### src/mac_pkg.sv
package mac_pkg;

    // ------------------------------
    // widths and numeric types
    // ------------------------------
    localparam int DATA_W = 16;          // operand / result width
    localparam int PROD_W = 2 * DATA_W;  // full product, also accumulator

    typedef logic signed [DATA_W-1:0] data_t;  // operand or narrowed result
    typedef logic signed [PROD_W-1:0] prod_t;  // product or running sum

    // 2's complement limits
    localparam data_t DATA_MAX = {1'b0, {(DATA_W-1){1'b1}}};
    localparam data_t DATA_MIN = {1'b1, {(DATA_W-1){1'b0}}};
    localparam prod_t PROD_MAX = {1'b0, {(PROD_W-1){1'b1}}};
    localparam prod_t PROD_MIN = {1'b1, {(PROD_W-1){1'b0}}};

    // ------------------------------
    // beats between the stages
    // ------------------------------
    typedef struct packed {
        data_t data;
        logic  last;
    } operand_t;                         // 17 bits, one stream beat

    typedef struct packed {
        data_t a;
        data_t b;
        logic  last;                     // a.last & b.last
    } pair_t;                            // 33 bits

    typedef struct packed {
        prod_t prod;
        logic  last;
    } prod_beat_t;                       // 33 bits

    typedef struct packed {
        prod_t sum;
        logic  last;
        logic  ovf;                      // accumulator saturated
    } acc_beat_t;                        // 34 bits

    typedef struct packed {
        data_t data;
        logic  last;
        logic  overflow;                 // either saturation hit
    } result_t;                          // 18 bits

endpackage

### src/mac_accumulate_stage.sv
`timescale 1ns/10ps

module mac_accumulate_stage import mac_pkg::*; (
    input  logic       clk,
    input  logic       sync_clear,
    input  logic       in_valid,
    input  prod_beat_t in_beat,
    output logic       in_ready,
    output logic       out_valid,
    output acc_beat_t  out_beat,
    input  logic       out_ready
);

    prod_t acc_q;      // running sum
    prod_t sum_raw;    // wrapped sum
    prod_t sum_sat;    // saturated sum
    logic  sum_ovf;
    logic  fire;

    // ------------------------------
    // saturating add
    // ------------------------------
    assign sum_raw = acc_q + in_beat.prod;

    // overflow only when both addends agree in sign and the result does not
    assign sum_ovf = (in_beat.prod[PROD_W-1] == acc_q[PROD_W-1]) &&
                     (sum_raw[PROD_W-1] != in_beat.prod[PROD_W-1]);

    always_comb begin
        if (sum_ovf) begin
            sum_sat = in_beat.prod[PROD_W-1] ? PROD_MIN : PROD_MAX;  // by product sign
        end else begin
            sum_sat = sum_raw;
        end
    end

    // ------------------------------
    // handshake and registers
    // ------------------------------
    assign in_ready = ~out_valid | out_ready;
    assign fire     = in_valid & in_ready;

    always_ff @(posedge clk) begin
        if (sync_clear) begin
            out_valid <= 1'b0;
            acc_q     <= '0;              // series restarts from zero
        end else begin
            if (in_ready) begin
                out_valid <= in_valid;
            end
            if (fire) begin
                // last closes the series, next one starts at zero
                acc_q <= in_beat.last ? '0 : sum_sat;
            end
        end
    end

    always_ff @(posedge clk) begin
        if (fire) begin
            out_beat.sum  <= sum_sat;
            out_beat.last <= in_beat.last;
            out_beat.ovf  <= sum_ovf;
        end
    end

endmodule

### src/mac_core.sv
`timescale 1ns/10ps

module mac_core import mac_pkg::*; (
    input  logic     clk,
    input  logic     RESET_N,
    input  logic     init,
    output logic     ready,
    // operand A
    input  logic     a_valid,
    input  operand_t a_beat,
    output logic     a_ready,
    // operand B
    input  logic     b_valid,
    input  operand_t b_beat,
    output logic     b_ready,
    // result, sum of a*b over a series
    output logic     out_valid,
    output result_t  out_beat,
    input  logic     out_ready
);

    // ------------------------------
    // stage to stage wiring
    // ------------------------------
    logic       sync_clear;
    logic       pair_valid;
    pair_t      pair;
    logic       mul_in_ready;
    logic       mul_out_valid;
    prod_beat_t mul_beat;
    logic       acc_in_ready;
    acc_beat_t  acc_beat;

    mac_operand_join u_join (
        .clk        (clk),
        .RESET_N    (RESET_N),
        .init       (init),
        .a_valid    (a_valid),
        .a_beat     (a_beat),
        .b_valid    (b_valid),
        .b_beat     (b_beat),
        .pair_ready (mul_in_ready),
        .a_ready    (a_ready),
        .b_ready    (b_ready),
        .pair_valid (pair_valid),
        .pair       (pair),
        .sync_clear (sync_clear),
        .ready      (ready)
    );

    mac_multiply_stage u_mul (
        .clk        (clk),
        .sync_clear (sync_clear),
        .in_valid   (pair_valid),
        .in_pair    (pair),
        .in_ready   (mul_in_ready),
        .out_valid  (mul_out_valid),
        .out_beat   (mul_beat),
        .out_ready  (acc_in_ready)   // back-pressure from accumulator
    );

    // handshake goes straight to the result port
    mac_accumulate_stage u_acc (
        .clk        (clk),
        .sync_clear (sync_clear),
        .in_valid   (mul_out_valid),
        .in_beat    (mul_beat),
        .in_ready   (acc_in_ready),
        .out_valid  (out_valid),
        .out_beat   (acc_beat),
        .out_ready  (out_ready)
    );

    mac_result_narrow u_narrow (
        .in_beat  (acc_beat),
        .out_beat (out_beat)        // combinational, no added latency
    );

endmodule

### src/mac_multiply_stage.sv
`timescale 1ns/10ps

module mac_multiply_stage import mac_pkg::*; (
    input  logic       clk,
    input  logic       sync_clear,
    input  logic       in_valid,
    input  pair_t      in_pair,
    output logic       in_ready,
    output logic       out_valid,
    output prod_beat_t out_beat,
    input  logic       out_ready
);

    prod_t a_ext;   // sign-extended operands
    prod_t b_ext;
    prod_t prod;    // full width, cannot overflow

    assign a_ext = prod_t'(in_pair.a);
    assign b_ext = prod_t'(in_pair.b);
    assign prod  = a_ext * b_ext;

    // register free or being drained
    assign in_ready = ~out_valid | out_ready;

    always_ff @(posedge clk) begin
        if (sync_clear) begin
            out_valid <= 1'b0;
        end else if (in_ready) begin
            out_valid <= in_valid;   // bubble when nothing offered
        end
    end

    // payload only moves on an accepted beat
    always_ff @(posedge clk) begin
        if (in_valid && in_ready) begin
            out_beat.prod <= prod;
            out_beat.last <= in_pair.last;
        end
    end

endmodule

### src/mac_operand_join.sv
`timescale 1ns/10ps

module mac_operand_join import mac_pkg::*; (
    input  logic     clk,
    input  logic     RESET_N,
    input  logic     init,        // level, clears the pipeline
    input  logic     a_valid,
    input  operand_t a_beat,
    input  logic     b_valid,
    input  operand_t b_beat,
    input  logic     pair_ready,  // multiply stage can take a pair
    output logic     a_ready,
    output logic     b_ready,
    output logic     pair_valid,
    output pair_t    pair,
    output logic     sync_clear,  // active high, one cycle behind init
    output logic     ready        // status, core usable
);

    // ------------------------------
    // operand pairing
    // ------------------------------
    assign pair_valid = a_valid & b_valid;  // need both sides

    // each side sees ready only when the other one is present,
    // so neither stream is consumed alone
    assign a_ready = pair_ready & b_valid;
    assign b_ready = pair_ready & a_valid;

    assign pair.a    = a_beat.data;
    assign pair.b    = b_beat.data;
    assign pair.last = a_beat.last & b_beat.last;  // both must close the series

    // ------------------------------
    // clear and status registers
    // ------------------------------
    // clear is the registered inverse of (RESET_N & ~init)
    always_ff @(posedge clk or negedge RESET_N) begin
        if (!RESET_N) begin
            sync_clear <= 1'b1;   // stages held empty during reset
        end else begin
            sync_clear <= init;
        end
    end

    always_ff @(posedge clk or negedge RESET_N) begin
        if (!RESET_N) begin
            ready <= 1'b0;
        end else begin
            ready <= ~init;       // drops for the cycle after init
        end
    end

endmodule

### src/mac_result_narrow.sv
`timescale 1ns/10ps

module mac_result_narrow import mac_pkg::*; (
    input  acc_beat_t in_beat,
    output result_t   out_beat
);

    // data limits at product width, sign extended
    localparam prod_t lim_hi = prod_t'(DATA_MAX);
    localparam prod_t lim_lo = prod_t'(DATA_MIN);

    always_comb begin
        out_beat.last = in_beat.last;
        if (in_beat.ovf) begin
            // accumulator already pinned, follow its sign
            out_beat.data     = in_beat.sum[PROD_W-1] ? DATA_MIN : DATA_MAX;
            out_beat.overflow = 1'b1;
        end else if (in_beat.sum > lim_hi) begin
            out_beat.data     = DATA_MAX;
            out_beat.overflow = 1'b1;
        end else if (in_beat.sum < lim_lo) begin
            out_beat.data     = DATA_MIN;
            out_beat.overflow = 1'b1;
        end else begin
            out_beat.data     = in_beat.sum[DATA_W-1:0];  // fits, plain truncate
            out_beat.overflow = 1'b0;
        end
    end

endmodule

### config.mk
export PLATFORM = sky130hd
export DESIGN_NAME = mac_core
export DESIGN_NICKNAME = d
export VERILOG_FILES = /design/src/mac_pkg.sv /design/src/mac_accumulate_stage.sv /design/src/mac_core.sv /design/src/mac_multiply_stage.sv /design/src/mac_operand_join.sv /design/src/mac_result_narrow.sv
export SDC_FILE = /design/constraint.sdc
export NUM_CORES = 1
export LEC_CHECK = 0
export BUFFER_PORTS_ARGS = -buffer_cell sky130_fd_sc_hd__buf_4
export CAP_MARGIN = 15
export CORE_ASPECT_RATIO = 0.6
export CORE_UTILIZATION = 45
export CTS_CLUSTER_SIZE = 16
export DETAILED_ROUTE_END_ITERATION = 8
export GPL_ROUTABILITY_DRIVEN = 0
export SYNTH_ARGS = -nofsm -noshare
export SYNTH_HDL_FRONTEND = slang
export SYNTH_HIERARCHICAL = 1
export SYNTH_SLANG_ARGS = --single-unit
### constraint.sdc
create_clock -name clk -period 4.4 [get_ports clk]
set_input_delay 0.44 -clock clk [delete_from_list [all_inputs] [get_ports clk]]
set_output_delay 0.44 -clock clk [all_outputs]
set_load 0.05 [all_outputs]
==> impl_metrics.toml, run 1 <==
[floorplanning]
die_h_um = 146
die_x_um = 243
io_pins = 62
coreArea_um2 = 34000
design.die.area_um2 = 35500
initial_core_util = 0.460
fp-row-count = 52

[cells_and_area]
finalInstanceArea_um2 = 18700
layout-drive-gt1-share = 0.225
nets = 2188
antennaDiodeCount = 0
fillCellCount = 3088
area_growth_pct = 19.7

[timing]
grt_setup_unrepaired = "yes"
period_minus_slack_ns = 5.53
relSlewSlack = 0.324
setup_ws_ns = -1.13
clock.fmax_mhz = 181
hold_violations = 0
drv_slew = 0
tightestPinTransition_ns = 0.989
setup_violations = 22
fin_crit_sh = 1.26
clock_skew_ns = 0.00771

[setup_path]
timing_worst_setup_path_type = "in -> reg"
worstPathArrival_ns = 5.75
crit_slowest_cell = "fa_1"
crit_fanout = 4
worstPathCellList = "buf_8 > buf_8 > and2_4 > fa_1 > inv_1 > fa_1 > fa_1 > inv_2 > fa_1 > fa_1 > inv_1 > fa_1 > inv_2 > ha_4 > and3_4 > a221o_1 > a21oi_2 > o211ai_4 > or2_1 > a2111o_1 > o211ai_2"
critPathRequiredTime_ns = 4.62
cp_common_cell = "fa_1"
cp-end-kind = "flip-flop"
startpoint_type = "input port"
max_stage_delay_ns = 0.53

[place]
dpl_cell_area_um2 = 17600
dpl.hpwl_um = 30200
port_buffers = 61

[synthesis]
syn_area_um2 = 15600
synth_seq_area_share = 0.176
synth_ff_type = "edfxtp_1"
netlist_instances = 1612
ys_top_cells_by_area = "fa_1, edfxtp_1, ha_1"
yosysWarnings = 6
synth_most_common_cell = "inv_1"
postSynthAreaPerCell_um2 = 9.70
synthArstFlopShare = 0.0194
synth-seq-cells = 103
synth.distinct_cells = 74
ys_top_cells_by_count = "inv_1, fa_1, nand2_1, and2_1, ha_1"
synth-edff-count = 67
syn_nets = 2028
yosys.area.top_type = "fa_1"
yosysTopAreaCellShare = 0.337

[grt]
busiest_layer = "met1"
antenna_found_initial = 0
met2_usage = 0.323
grt_start_max_net_pins = 36
grt_pass1_wl_um = 62500
grt-ovfl-total = 0
use_met3 = 0.0318
grt_pass1_vias = 12400
grtUsageTotal = 0.217
grtUsageMet1 = 0.341

[run_status]
violations = "setup timing"
outcome = "complete, but fails checks"

[cts]
clockRootBuffer = "clkbuf_16"
cts_tree = "done"
numCtsBuffers = 9
worst_skew_pair.late_latency_ns = 0.36
cts.clk_slew.worst_paths_ns = 0.07
numClockSinks = 103
htree_levels = 3
clockBufferDepth = 2

[route]
vias_per_cell = 5.09
wl_per_cell_um = 16.0
firstDrtPassIters = 5
vias = 11400
post-route-drc-count = 0
wirelength_um = 35700
detail-route-antenna-nets = 0
drt_iter0_drc = 693

[hold_path]
hold_class = "in -> reg"

[job]
maxCapViolations = 0
path summary, 6_finish.rpt:
| check | from | to | slack [ns] | cells past startpoint |
|---|---|---|---|---|
| max | a_beat[9] | u_mul/out_beat[26] | -1.13 | 21 |
| min | init | u_join/sync_clear | 0.19 | 1 |
| max reg2reg | u_mul/out_beat[17] | u_acc/out_beat[27] | 0.78 | 9 |
| min reg2reg | u_mul/out_valid | u_acc/out_valid | 0.47 | 2 |
| max in group asynchronous | RESET_N | u_join/sync_clear | 3.83 | 2 |
| min in group asynchronous | RESET_N | u_join/ready | 0.39 | 2 |
layer usage:
metal  wire length [um]  vias up
li1                   -     5434
met4                278        0
met2              15300      214
met5                  0        -
met3               1670       22
met1              18500     5715
kinds of logic after synthesis:
| kind of cell | count (synthesis) | share of synthesized area |
|---|---|---|
| AO/OA/AOI/OAI | 234 | 0.112 |
| XOR/XNOR | 59 | 0.0331 |
| adder cells (fa/ha/maj) | 376 | 0.427 |
| buffers and inverters | 392 | 0.106 |
| flip-flops | 103 | 0.176 |
| multiplexers | 2 | 0.00136 |
| AND/OR/NAND/NOR | 446 | 0.145 |
worst max-delay path, delay by kind of cell:
family	cells	cell delay, ns
adder cells (fa/ha/maj)	7	3.22
buffers and inverters	6	0.40
AO/OA/AOI/OAI	5	1.15
AND/OR/NAND/NOR	3	0.54
state kept, by name, indices dropped and copies added, names as in the netlist:
signal             cells
u_acc/acc_q           32
u_acc/out_beat        34
u_acc/out_valid        1
u_join/ready           1
u_join/sync_clear      1
u_mul/out_beat        33
u_mul/out_valid        1
metrics by stage:
| step | setup TNS (ns) | hold WS [ns] | util | cells | setup WS [ns] |
|---|---|---|---|---|---|
| 2_1_floorplan | -20.65 | 0.144 | - | 1612 | -1.34 |
| 3_3_place_gp | -28.88 | 0.223 | 0.519 | 2201 | -1.58 |
| 3_5_place_dp | -29.32 | 0.225 | 0.519 | 2201 | -1.68 |
| 4_1_cts | -18.40 | 0.174 | 0.544 | 2232 | -1.17 |
| 5_1_grt | -21.75 | 0.174 | 0.551 | 2236 | -1.30 |
| 6_report | -18.32 | 0.190 | 0.551 | 2236 | -1.13 |
what timing repair did:
item	CTS	global route
hold endpoints to repair	2	0
hold buffers	1	0
pin swaps	50	39
setup buffers	14	6
endpoints found under the setup margin	22	23
resized for setup	105	50
cell usage in the layout (no fill, tap or decap), types with 5 or more instances in the layout:
cell	instances
inv_1	285
fa_1	255
buf_4	176
nand2_1	165
and2_1	117
ha_1	95
edfxtp_1	67
buf_6	47
a21oi_1	38
xnor2_1	37
nor2_1	34
dfxtp_1	34
a21o_1	33
a221o_1	31
o21ai_0	26
nand2b_1	24
xor2_1	19
and2_4	17
ha_4	15
inv_2	14
nand4_1	12
a21oi_2	12
clkbuf_16	10
buf_12	9
and3_1	9
a21bo_2	9
nand2_2	9
buf_8	8
fa_2	8
nand3_1	7
nor3_1	7
a31oi_1	7
o21a_1	7
o21bai_1	7
a21o_2	7
and4_1	6
nor2_2	6
nor4_1	6
nor2b_1	5
final cells by class:
cell class | instances | area (um2) | area share
Multi-Input combinational cell | 1117 | 11800 | 0.631
Sequential cell | 103 | 2740 | 0.147
Timing Repair Buffer | 241 | 2160 | 0.115
Inverter | 300 | 1130 | 0.0602
Tap cell | 459 | 574 | 0.0307
Clock buffer | 10 | 250 | 0.0134
Clock inverter | 6 | 40.0 | 0.00214
Power of run 1 is left out: the tool's default activity adds up to more than one toggle a clock period on the data nets, which glitch-free logic cannot reach.
==> inputs of run 2 (changes only) <==
--- a/config.mk
+++ b/config.mk
@@ -12,6 +12,7 @@
 export CTS_CLUSTER_SIZE = 16
 export DETAILED_ROUTE_END_ITERATION = 8
 export GPL_ROUTABILITY_DRIVEN = 0
+export SETUP_SLACK_MARGIN = 0.4
 export SYNTH_ARGS = -nofsm -noshare
 export SYNTH_HDL_FRONTEND = slang
 export SYNTH_HIERARCHICAL = 1
==> constraint.sdc (replaced) <==
create_clock -name clk -period 6.5 [get_ports clk]
set_input_delay 0.65 -clock clk [delete_from_list [all_inputs] [get_ports clk]]
set_output_delay 0.65 -clock clk [all_outputs]
set_load 0.05 [all_outputs]
==> run 2 against run 1 <==
The run now ends clean. Worst setup slack improved by 1.7 ns. Die area unchanged. Via count down 4.3%. Wire length decreased by 3.5%. Non-clock buffer count down 154. Core utilization decreased by 5.9 points. First-iteration DRC count shrank 7.5%. Critical path depth decreased by 3. Cell area shrank 11%. Hold slack worse by 0.14 ns. Cell count decreased by 6.9%. Largest cell class unchanged. Highest routed layer unchanged.
==> impl_metrics.toml, run 2 (same netlist as run 1, synthesis figures left out) <==
[run_status]
outcome = "completed"

[timing]
clock_skew_ns = 0.00912
fin_crit_sh = 0.912
setup_ws_ns = 0.570
setup_tns_ns = 0
tightestPinTransition_ns = 0.891
drv_slew = 0
grt_setup_unrepaired = "no"
relSlewSlack = 0.390
setup_violations = 0
period_minus_slack_ns = 5.93
holdWs_ns = 0.0525
hold_violations = 0
clock.fmax_mhz = 169

[place]
port_buffers = 61
dpl.hpwl_um = 28500
place_ws_ns = 0.102

[setup_path]
rr_startpoint = "u_mul/out_beat[17]"
startpoint_type = "input port"
rrSetupSlack_ns = 2.83
critPathRequiredTime_ns = 6.72
worstPathCellList = "buf_4 > buf_4 > nand2_1 > fa_1 > fa_1 > fa_1 > fa_1 > inv_1 > fa_1 > fa_1 > ha_2 > a21o_1 > a221o_1 > a21oi_2 > o211ai_4 > or2_1 > a2111o_1 > o211ai_2"
crit_slowest_cell = "fa_1"
timing_worst_setup_path_type = "in -> reg"
reg2reg_depth = 9
worstPathArrival_ns = 6.15
crit_fanout = 14
cp_common_cell = "fa_1"
cp-startpoint = "a_beat[9]"
crit_path_end = "u_mul/out_beat[26]"
timing.rr.end = "u_acc/out_beat[30]"
cp-end-kind = "flip-flop"
max_stage_delay_ns = 0.57

[cells_and_area]
nets = 2034
fillCellCount = 3186
regMostFlops = "u_acc/out_beat"
area_growth_pct = 6.98
reg_top3 = "u_acc/out_beat: 34 flops, u_mul/out_beat: 33 flops, u_acc/acc_q: 32 flops"
antennaDiodeCount = 0
multiInputGateArea_um2 = 11300
largest_reg_flops = 34
regArea_um2 = 2740
layout-drive-gt1-share = 0.0961
final_common_cell = "inv_1"
layout_common_cells = "inv_1, fa_1, nand2_1"

[hold_path]
hold_class = "in -> async"

[floorplanning]
io_pins = 62
initial_core_util = 0.460
die_h_um = 146
coreArea_um2 = 34000
die_x_um = 243
fp-row-count = 52
design.die.area_um2 = 35500

[route]
wirelength_um = 34400
post-route-drc-count = 0
detail-route-antenna-nets = 0
vias = 10900
firstDrtPassIters = 5
vias_per_cell = 5.23
drt_iter0_drc = 641
wl_per_cell_um = 16.5

[grt]
grt_pass1_vias = 11700
antenna_found_initial = 0
grt_start_max_net_pins = 36
grtUsageTotal = 0.211
grt_pass1_wl_um = 60000
grt-ovfl-total = 0

[cts]
clockBufferDepth = 2
numClockSinks = 103
worst_skew_pair.late_latency_ns = 0.37
cts.clk_slew.worst_paths_ns = 0.07
htree_levels = 3
clockRootBuffer = "clkbuf_16"
cts_tree = "done"
numCtsBuffers = 9

[job]
maxCapViolations = 0
[run 2: worst max-delay path: cells and delay by family]
family | cells | cell delay, ns
fa+ha+maj | 7 | 3.37
compound gates | 6 | 1.40
simple gates | 2 | 0.31
buf+inv | 3 | 0.41
[run 2: worst min-delay path by stage]
stage,from,to,slack (ns)
2_1_floorplan,RESET_N,u_join/ready,0.35
3_3_place_gp,RESET_N,u_join/ready,0.43
3_5_place_dp,RESET_N,u_join/ready,0.43
4_1_cts,RESET_N,u_join/ready,0.04
5_1_grt,RESET_N,u_join/ready,0.04
6_report,RESET_N,u_join/ready,0.05
[run 2: area by class of cell]
| cell class | instances | area share |
|---|---|---|
| clock inverters | 6 | 0.00292 |
| inverters | 300 | 0.0673 |
| multi-input cells | 1117 | 0.676 |
| well taps | 459 | 0.0343 |
| clock buffers | 10 | 0.0150 |
| repair buffers | 87 | 0.0404 |
| flip-flops and latches | 103 | 0.164 |
[run 2: timing repair]
action / 4_1_cts / 5_1_grt
buffers inserted: 0 / 1
hold buffers: 0 / 0
resized for setup: 0 / 22
setup endpoints to repair: 0 / 12
[run 2: stage by stage]
| stage | util | area (um2) | std cells |
|---|---|---|---|
| 2_1_floorplan | - | 15700 | 1612 |
| 3_3_place_gp | 0.481 | 16300 | 2065 |
| 3_5_place_dp | 0.481 | 16300 | 2065 |
| 4_1_cts | 0.489 | 16600 | 2081 |
| 5_1_grt | 0.492 | 16700 | 2082 |
| 6_report | 0.492 | 16700 | 2082 |
[run 2: metal layers]
layer / track usage / part of all wire / vias up
met2: 0.327 / 0.44 / 220
li1: - / - / 5137
met3: 0.0331 / 0.048 / 35
met1: 0.315 / 0.50 / 5500
met4: 0.0368 / 0.012 / 0
met5: 0 / 0 / -
Power of run 2 is left out for the same reason.
